===== src/verilog/cordic_pkg.sv =====
`default_nettype none

package cordic_pkg;

    // External widths
    localparam int VEC_W = 8;
    localparam int ANG_W = 9;

    // Working widths inside the pipeline
    localparam int PROC_W  = 24;
    localparam int APROC_W = 20;

    localparam int MAX_ITER = 16;

    // atan(2^-i) in degrees, scaled by 2^(APROC_W-ANG_W)
    localparam logic [APROC_W-2:0] ATAN_TABLE [MAX_ITER] = '{
        19'd92160,
        19'd54405,
        19'd28746,
        19'd14592,
        19'd7324,
        19'd3666,
        19'd1833,
        19'd917,
        19'd458,
        19'd229,
        19'd115,
        19'd57,
        19'd29,
        19'd14,
        19'd7,
        19'd4
    };

    typedef enum logic {
        CH_A = 1'b0,
        CH_B = 1'b1
    } chan_e;

    typedef enum logic {
        PRIO_A = 1'b0,
        PRIO_B = 1'b1
    } arb_state_e;

    // Client request, angle in whole degrees
    typedef struct packed {
        logic signed [VEC_W-1:0] x;
        logic signed [VEC_W-1:0] y;
        logic signed [ANG_W-1:0] angle;
        chan_e                   chan;
    } rot_req_t;

    typedef struct packed {
        logic signed [VEC_W-1:0] x;
        logic signed [VEC_W-1:0] y;
        chan_e                   chan;
    } rot_res_t;

    // Carried from stage to stage
    typedef struct packed {
        logic signed [PROC_W-1:0]  x;
        logic signed [PROC_W-1:0]  y;
        logic signed [APROC_W-1:0] angle;
        logic                      valid;
        logic                      flip;
        chan_e                     chan;
    } stage_t;

endpackage

`default_nettype wire


===== src/verilog/cordic_post.sv =====
`timescale 1ns/1ps
`default_nettype none

module cordic_post (
    input  cordic_pkg::stage_t   i_stage,
    output cordic_pkg::rot_res_t o_res,
    output logic                 o_res_valid
);

    localparam int VW   = cordic_pkg::VEC_W;
    localparam int PW   = cordic_pkg::PROC_W;
    localparam int DROP = PW - VW - 1;

    localparam logic signed [PW-1:0] HALF_LSB = PW'(1 << (DROP - 1));
    localparam logic signed [PW-1:0] SAT_HI   = PW'((1 << (VW - 1)) - 1);
    localparam logic signed [PW-1:0] SAT_LO   = PW'(-(1 << (VW - 1)));

    // Round, undo the fold, then clamp to 8 bits
    // Negation happens while still wide so -128 cannot wrap
    function automatic logic signed [VW-1:0] round_sat(
        input logic signed [PW-1:0] v,
        input logic                 neg
    );
        logic signed [PW-1:0] r;
        r = (v + HALF_LSB) >>> DROP;
        if (neg) begin
            r = -r;
        end
        if (r > SAT_HI) begin
            round_sat = SAT_HI[VW-1:0];
        end else if (r < SAT_LO) begin
            round_sat = SAT_LO[VW-1:0];
        end else begin
            round_sat = r[VW-1:0];
        end
    endfunction

    assign o_res = '{
        x:    round_sat(i_stage.x, i_stage.flip),
        y:    round_sat(i_stage.y, i_stage.flip),
        chan: i_stage.chan
    };

    assign o_res_valid = i_stage.valid;

endmodule

`default_nettype wire


===== src/verilog/cordic_prep.sv =====
`timescale 1ns/1ps
`default_nettype none

module cordic_prep (
    input  logic                 i_valid,
    input  cordic_pkg::rot_req_t i_req,
    output cordic_pkg::stage_t   o_stage
);

    localparam int VW  = cordic_pkg::VEC_W;
    localparam int AW  = cordic_pkg::ANG_W;
    localparam int PW  = cordic_pkg::PROC_W;
    localparam int APW = cordic_pkg::APROC_W;
    // One bit of headroom kept above the scaled input
    localparam int UP  = PW - VW - 1;

    logic signed [AW-1:0] ang_in;
    logic signed [AW-1:0] ang_fold;
    logic                 flip;
    logic signed [PW-1:0] x_wide;
    logic signed [PW-1:0] y_wide;

    // Multiply by about 0.60725, the inverse CORDIC gain
    function automatic logic signed [PW-1:0] inv_gain(input logic signed [PW-1:0] v);
        inv_gain = (v >>> 1) + (v >>> 4) + (v >>> 5) + (v >>> 7)
                 + (v >>> 8) + (v >>> 10) + (v >>> 11) + (v >>> 12)
                 + (v >>> 14) + (v >>> 17) + (v >>> 18) + (v >>> 19)
                 + (v >>> 21) + (v >>> 22);
    endfunction

    // Fold into +-90 degrees, result gets negated at the end
    always_comb begin
        ang_in = i_req.angle;
        if (ang_in > 90) begin
            ang_fold = AW'(ang_in - 180);
            flip     = 1'b1;
        end else if (ang_in < -90) begin
            ang_fold = AW'(ang_in + 180);
            flip     = 1'b1;
        end else begin
            ang_fold = ang_in;
            flip     = 1'b0;
        end
    end

    // Sign extend then move up into the working range
    assign x_wide = {{(PW - VW){i_req.x[VW-1]}}, i_req.x} <<< UP;
    assign y_wide = {{(PW - VW){i_req.y[VW-1]}}, i_req.y} <<< UP;

    assign o_stage = '{
        x:     inv_gain(x_wide),
        y:     inv_gain(y_wide),
        angle: {ang_fold, {(APW - AW){1'b0}}},
        valid: i_valid,
        flip:  flip,
        chan:  i_req.chan
    };

endmodule

`default_nettype wire


===== src/verilog/cordic_rotator.sv =====
`timescale 1ns/1ps
`default_nettype none

module cordic_rotator #(
    parameter int ITERATIONS = 16
) (
    input  logic                 i_clk,
    input  logic                 i_rst_n,
    input  logic                 i_issue,
    input  cordic_pkg::rot_req_t i_req,
    output cordic_pkg::rot_res_t o_res,
    output logic                 o_res_valid
);

    // Entry 0 is the prep output, entry ITERATIONS feeds post
    cordic_pkg::stage_t stage_chain [0:ITERATIONS];

    if (ITERATIONS < 8 || ITERATIONS > cordic_pkg::MAX_ITER) begin : g_bad_iter
        $error("ITERATIONS must be between 8 and MAX_ITER");
    end

    cordic_prep u_prep (
        .i_valid (i_issue),
        .i_req   (i_req),
        .o_stage (stage_chain[0])
    );

    for (genvar i = 0; i < ITERATIONS; i++) begin : g_stage
        cordic_stage #(
            .SHIFT (i)
        ) u_stage (
            .i_clk   (i_clk),
            .i_rst_n (i_rst_n),
            .i_stage (stage_chain[i]),
            .o_stage (stage_chain[i+1])
        );
    end

    cordic_post u_post (
        .i_stage     (stage_chain[ITERATIONS]),
        .o_res       (o_res),
        .o_res_valid (o_res_valid)
    );

endmodule

`default_nettype wire


===== src/verilog/cordic_stage.sv =====
`timescale 1ns/1ps
`default_nettype none

module cordic_stage #(
    parameter int SHIFT = 0
) (
    input  logic               i_clk,
    input  logic               i_rst_n,
    input  cordic_pkg::stage_t i_stage,
    output cordic_pkg::stage_t o_stage
);

    localparam int PW  = cordic_pkg::PROC_W;
    localparam int APW = cordic_pkg::APROC_W;
    // 100 degrees in working units
    localparam int RES_LIM = 100 << (APW - cordic_pkg::ANG_W);

    logic signed [APW-1:0] atan;
    logic signed [PW-1:0]  x_sh;
    logic signed [PW-1:0]  y_sh;
    logic signed [PW-1:0]  x_nxt;
    logic signed [PW-1:0]  y_nxt;
    logic signed [APW-1:0] ang_nxt;

    logic signed [PW-1:0]  x_q;
    logic signed [PW-1:0]  y_q;
    logic signed [APW-1:0] ang_q;
    logic                  flip_q;
    cordic_pkg::chan_e     chan_q;
    logic                  valid_q;

    assign atan = $signed({1'b0, cordic_pkg::ATAN_TABLE[SHIFT]});
    assign x_sh = i_stage.x >>> SHIFT;
    assign y_sh = i_stage.y >>> SHIFT;

    // Negative residual rotates clockwise
    always_comb begin
        if (i_stage.angle[APW-1]) begin
            x_nxt   = i_stage.x + y_sh;
            y_nxt   = i_stage.y - x_sh;
            ang_nxt = i_stage.angle + atan;
        end else begin
            x_nxt   = i_stage.x - y_sh;
            y_nxt   = i_stage.y + x_sh;
            ang_nxt = i_stage.angle - atan;
        end
    end

    always_ff @(posedge i_clk) begin
        if (i_stage.valid) begin
            x_q    <= x_nxt;
            y_q    <= y_nxt;
            ang_q  <= ang_nxt;
            flip_q <= i_stage.flip;
            chan_q <= i_stage.chan;
        end
    end

    always_ff @(posedge i_clk or negedge i_rst_n) begin
        if (!i_rst_n) begin
            valid_q <= 1'b0;
        end else begin
            valid_q <= i_stage.valid;
        end
    end

    assign o_stage = '{x: x_q, y: y_q, angle: ang_q, valid: valid_q, flip: flip_q, chan: chan_q};

    // Prep folding plus earlier stages keep the residual bounded
    a_residual_range: assert property (@(posedge i_clk) disable iff (!i_rst_n)
        valid_q |-> (ang_q <= RES_LIM && ang_q >= -RES_LIM));

endmodule

`default_nettype wire


===== src/verilog/rotate_arbiter.sv =====
`timescale 1ns/1ps
`default_nettype none

module rotate_arbiter (
    input  logic                 i_clk,
    input  logic                 i_rst_n,
    input  logic                 i_start_a,
    input  cordic_pkg::rot_req_t i_req_a,
    input  logic                 i_start_b,
    input  cordic_pkg::rot_req_t i_req_b,
    output logic                 o_busy_a,
    output logic                 o_busy_b,
    output logic                 o_issue,
    output cordic_pkg::rot_req_t o_issue_req
);

    cordic_pkg::rot_req_t   req_a_q;
    cordic_pkg::rot_req_t   req_b_q;
    logic                   pend_a;
    logic                   pend_b;
    cordic_pkg::arb_state_e prio_q;
    logic                   pick_b;

    // B wins when alone or when it holds priority
    assign pick_b = pend_b && (!pend_a || prio_q == cordic_pkg::PRIO_B);

    assign o_issue     = pend_a || pend_b;
    assign o_issue_req = pick_b ? req_b_q : req_a_q;
    assign o_busy_a    = pend_a;
    assign o_busy_b    = pend_b;

    // Stored requests, tagged with their channel
    always_ff @(posedge i_clk) begin
        if (i_start_a) begin
            req_a_q      <= i_req_a;
            req_a_q.chan <= cordic_pkg::CH_A;
        end
        if (i_start_b) begin
            req_b_q      <= i_req_b;
            req_b_q.chan <= cordic_pkg::CH_B;
        end
    end

    always_ff @(posedge i_clk or negedge i_rst_n) begin
        if (!i_rst_n) begin
            pend_a <= 1'b0;
            pend_b <= 1'b0;
            prio_q <= cordic_pkg::PRIO_A;
        end else begin
            if (i_start_a) begin
                pend_a <= 1'b1;
            end else if (pend_a && !pick_b) begin
                pend_a <= 1'b0;
            end
            if (i_start_b) begin
                pend_b <= 1'b1;
            end else if (pick_b) begin
                pend_b <= 1'b0;
            end
            // Priority only moves on contention
            if (pend_a && pend_b) begin
                prio_q <= pick_b ? cordic_pkg::PRIO_A : cordic_pkg::PRIO_B;
            end
        end
    end

    a_no_start_a_busy: assert property (@(posedge i_clk) disable iff (!i_rst_n)
        i_start_a |-> !o_busy_a);
    a_no_start_b_busy: assert property (@(posedge i_clk) disable iff (!i_rst_n)
        i_start_b |-> !o_busy_b);

    // An issue comes from a fresh strobe or from a request that lost the last round
    a_issue_had_req: assert property (@(posedge i_clk) disable iff (!i_rst_n)
        o_issue |-> $past(i_start_a || i_start_b || (o_busy_a && o_busy_b)));

endmodule

`default_nettype wire


===== src/verilog/rotate_top.sv =====
`timescale 1ns/1ps
`default_nettype none

module rotate_top #(
    parameter int ITERATIONS = 16
) (
    input  logic                 i_clk,
    input  logic                 i_rst_n,
    input  logic                 i_start_a,
    input  cordic_pkg::rot_req_t i_req_a,
    input  logic                 i_start_b,
    input  cordic_pkg::rot_req_t i_req_b,
    output logic                 o_busy_a,
    output logic                 o_busy_b,
    output cordic_pkg::rot_res_t o_res,
    output logic                 o_res_valid
);

    logic                 issue;
    cordic_pkg::rot_req_t issue_req;

    rotate_arbiter u_arbiter (
        .i_clk       (i_clk),
        .i_rst_n     (i_rst_n),
        .i_start_a   (i_start_a),
        .i_req_a     (i_req_a),
        .i_start_b   (i_start_b),
        .i_req_b     (i_req_b),
        .o_busy_a    (o_busy_a),
        .o_busy_b    (o_busy_b),
        .o_issue     (issue),
        .o_issue_req (issue_req)
    );

    cordic_rotator #(
        .ITERATIONS (ITERATIONS)
    ) u_rotator (
        .i_clk       (i_clk),
        .i_rst_n     (i_rst_n),
        .i_issue     (issue),
        .i_req       (issue_req),
        .o_res       (o_res),
        .o_res_valid (o_res_valid)
    );

endmodule

`default_nettype wire

===== config.mk =====
export PLATFORM = sky130hd
export DESIGN_NAME = rotate_top
export DESIGN_NICKNAME = d
export VERILOG_FILES = /design/src/verilog/cordic_pkg.sv /design/src/verilog/cordic_post.sv /design/src/verilog/cordic_prep.sv /design/src/verilog/cordic_rotator.sv /design/src/verilog/cordic_stage.sv /design/src/verilog/rotate_arbiter.sv /design/src/verilog/rotate_top.sv
export SDC_FILE = /design/constraint.sdc
export NUM_CORES = 2
export LEC_CHECK = 0
export BUFFER_PORTS_ARGS = -buffer_cell sky130_fd_sc_hd__buf_2
export CAP_MARGIN = 40
export CORE_AREA = 4 4 325 487
export DETAILED_ROUTE_END_ITERATION = 6
export DIE_AREA = 0 0 329 491
export GPL_TIMING_DRIVEN = 0
export HOLD_SLACK_MARGIN = 0.08
export PLACE_DENSITY = 0.86
export SYNTH_ARGS = -nofsm -noshare
export SYNTH_HDL_FRONTEND = slang
export SYNTH_SLANG_ARGS = --single-unit

===== constraint.sdc =====
create_clock -name i_clk -period 8.3 [get_ports i_clk]
set_input_delay 1.245 -clock i_clk [delete_from_list [all_inputs] [get_ports i_clk]]
set_output_delay 1.245 -clock i_clk [all_outputs]
set_load 0.02 [all_outputs]

==> run summary <==
Delay-heaviest family, CP - compound AO/OA/AOI/OAI gates
Net count, final - 10761
Core footprint - 154000 sq um
Post-synthesis cell count - 9230
Setup crit end kind - flop
Crit share post-route - 97.2%
Vias in the first global route - 72620
DRT Pass-1 Iters - 7
Mapped Area - 90500 sq um
Antenna-violating nets left - 0
Synth warn - 0
Die height - 491 um
Maxcap violations - 0
Worst Path Required - 8.86 ns
Worst-skew pair later-pin latency - 0.80 ns
Layout fillers - 12084
Area grow syn2layout - 8.68%
Final setup vio count - 0
WP data arrival - 8.63 ns
DRC - 0
Fin. max-slew vios - 0
CTS buffer count - 109
FF-to-FF setup slack - 0.23 ns
Largest net degree at the start of global routing - 71
CP endpoint - u_rotator.g_stage[0].u_stage.y_q[23]
Skew final - 0.0588 ns
Root buffer cell - clkbuf_16
Worst path bufs/invs - 8
First-pass GRT wire length - 379000 um
Share of cells above drive strength 1 - 5.29%
First DRT Iteration DRCs - 3666
Antenna violations before repair - 2
Netlist cell types - 82
Reg2reg end - u_rotator.g_stage[0].u_stage.y_q[23]
I/O pin total - 76
Routed WL per cell - 21.2 um
Worst R2R Path Depth - 30
Syn_nets - 10518
DP Wirelength - 198000 um
Yosys reg bits - 1087
Die area - 162000 sq um
Final Non-Filler Cells - 11625
CP Launch Type - flop
CTS clk-pin slew, worst paths - 0.07 ns
# rows - 177
Via Count - 70921
Number of flops mapped to enable cells by yosys - 1068
Asr flop ratio synth - 1.75%
Status - complete, no violations
Die extent in x - 329 um
Routed WL - 246000 um
Vias/cell - 6.10
Total grt overflow - 0
FMAX - 124 MHz
Total track usage - 29.8%
RD Place Congestion - 0.996
Synth Area per Inst - 9.81 sq um
CTS tree - built
Multi-input gate area - 55600 sq um
I/O Buffers - 73
Min Tclk post-route - 8.07 ns
Crit-path max cell delay - 0.50 ns
Fin. Hold Viols - 0
Crit path kind - flop to flop
R2r startpoint - u_arbiter.o_busy_a
Cells after DPL - 11397
Worst hold path class - flop to flop
CTS max path bufs - 3
CP max stage cell - fa_1
Worst Setup SP - u_arbiter.o_busy_a
Hold buffer count at CTS - 0
Clk sink count - 1087
Slew headroom - 33.7%
CP Depth - 30
FF+latch area - 32600 sq um
Post-synth top flop - edfxtp_1
Starting Density - 58.6%
H-Tree Depth - 3
Seq/Total Area, Yosys - 36.0%
Crit-path max FO - 10
Least-Margin Pin Slew - 0.969 ns
## worst min path at each step
stage	start	end	slack, ns	cells after the start
3_3_place_gp	u_rotator.g_stage[12].u_stage.flip_q	u_rotator.g_stage[13].u_stage.flip_q	0.40	0
3_5_place_dp	u_rotator.g_stage[5].u_stage.chan_q	u_rotator.g_stage[6].u_stage.chan_q	0.40	0
4_1_cts	u_rotator.g_stage[8].u_stage.flip_q	u_rotator.g_stage[9].u_stage.flip_q	0.41	0
5_1_grt	i_rst_n	u_rotator.g_stage[14].u_stage.valid_q	0.41	2
2_1_floorplan	u_rotator.g_stage[9].u_stage.chan_q	u_rotator.g_stage[10].u_stage.chan_q	0.40	0
6_report	u_rotator.g_stage[8].u_stage.flip_q	u_rotator.g_stage[9].u_stage.flip_q	0.41	0
## metrics by stage
stage	TNS (ns)	utilization [%]	setup WS, ns	hold slack, ns	cell area, sq um
2_1_floorplan	0	-	0.0524	0.400	90500
3_3_place_gp	-38.75	60.5	-2.48	0.400	93500
3_5_place_dp	-23.24	60.9	-2.12	0.405	94000
4_1_cts	0	63.5	0.0233	0.408	98000
5_1_grt	-0.179	63.7	-0.0722	0.406	98400
6_report	0	63.7	0.231	0.408	98400
## cells in the mapped netlist (13+ instances only)
library cell	instances	area, sq um
a21boi_0	49	368
buf_1	24	90.1
o21a_1	142	1070
a2111oi_0	13	114
nand2_1	416	1560
ha_1	1130	14100
xnor2_1	866	7580
dfrtp_1	19	475
and3_1	60	375
o31a_1	20	175
nand3b_1	19	143
inv_1	587	2200
o31ai_1	32	240
nor3b_1	19	143
o41ai_1	29	254
edfxtp_1	1068	32100
or2_2	26	163
a211o_1	17	149
a31o_2	15	131
nor4b_1	13	114
nor2_1	857	3220
mux2_2	52	586
a41oi_1	15	131
nand3_1	150	751
a211oi_1	68	510
nand2b_1	130	813
fa_1	102	2040
or3_1	75	469
nor4_1	57	357
a21oi_1	900	4500
o2111ai_1	13	114
o21ai_0	398	1990
a21o_1	316	2370
nor3_1	308	1540
or4_1	25	188
xor2_1	433	3790
nor2b_1	108	676
o211ai_1	28	210
mux2i_1	89	891
o21bai_1	133	998
a311oi_1	14	123
clkbuf_1	96	360
and2_1	41	257
nand4_1	24	150
a31oi_1	70	438
## sequential cells by signal, summed over array words and instances (netlist names)
signal                             count
u_arbiter.o_busy_b                     1
u_rotator.g_stage.u_stage.chan_q      16
u_rotator.g_stage.u_stage.valid_q     16
u_rotator.g_stage.u_stage.y_q        369
u_rotator.g_stage.u_stage.flip_q      16
u_rotator.g_stage.u_stage.ang_q      247
u_arbiter.o_busy_a                     1
u_arbiter.prio_q                       1
u_rotator.g_stage.u_stage.x_q        370
u_arbiter.req_a_q                     25
u_arbiter.req_b_q                     25
## placed cells by master, fill, tap and decap left out, drive strengths merged, types with 59 or more instances in the layout
cell type,netlist,layout
nor4,59,59
a31oi,70,70
nand2,416,416
or3,75,75
nor2,857,857
ha,1130,1130
a21oi,900,900
a211oi,68,68
o21bai,133,133
nor3,308,308
and3,60,60
nor2b,108,108
fa,102,102
buf,35,166
a21o,316,316
o21ai,401,401
xnor2,866,866
inv,588,600
clkbuf,96,224
mux2i,89,89
nand3,150,150
xor2,433,433
edfxtp,1068,1068
nand2b,130,130
o21a,142,142
## layer usage
| layer | wire, um | track usage, % | vias to the layer above | part of all wire, % |
|---|---|---|---|---|
| met3 | 10000 | 4.06 | 1027 | 4.1 |
| met5 | 0 | 0 | - | 0 |
| met4 | 27300 | 27.4 | 0 | 11 |
| li1 | - | - | 34039 | - |
| met1 | 77600 | 26.0 | 33715 | 32 |
| met2 | 131000 | 57.2 | 2140 | 53 |
## worst register-to-register path: cells and delay by family (launching register included)
kind | cells | cell delay [ns]
AOI/OAI and AO/OA | 10 | 2.51
adders and majority gates | 5 | 2.02
buffers and inverters | 8 | 1.24
and+or+nand+nor | 4 | 0.81
xor gates and xnor gates | 2 | 0.69
DFF | 1 | 0.38
muxes | 1 | 0.21
## logic make-up (layout without fill, tap and decap cells)
kind of cell    Yosys count  after routing  share of synthesized area [%]
simple gates           2359           2359                           12.4
fa+ha+maj              1232           1232                           17.9
xor+xnor               1299           1299                           12.6
flops                  1087           1087                           36.0
other cells               0              1                              0
compound gates         2390           2390                           16.6
buf+inv                 722           1058                           3.01
mux                     141            141                           1.63
## layout make-up
cell class,count,area share [%]
Clock inverter,71,0.892
Timing Repair Buffer,137,1.10
Antenna cell,1,0.00254
Multi-Input combinational cell,7421,56.5
Buffer,126,0.535
Tap cell,2058,2.62
Clock buffer,133,2.94
Inverter,591,2.26
Sequential cell,1087,33.1
## repair_timing
action,CTS,global route
endpoints found under the setup margin,27,15
hold endpoints to repair,0,0
gates resized for setup,38,55
pin swaps,3,18
buffers inserted,6,18
Power is left out: the tool's default activity adds up to more than one toggle a clock period on the data nets, which glitch-free logic cannot reach.
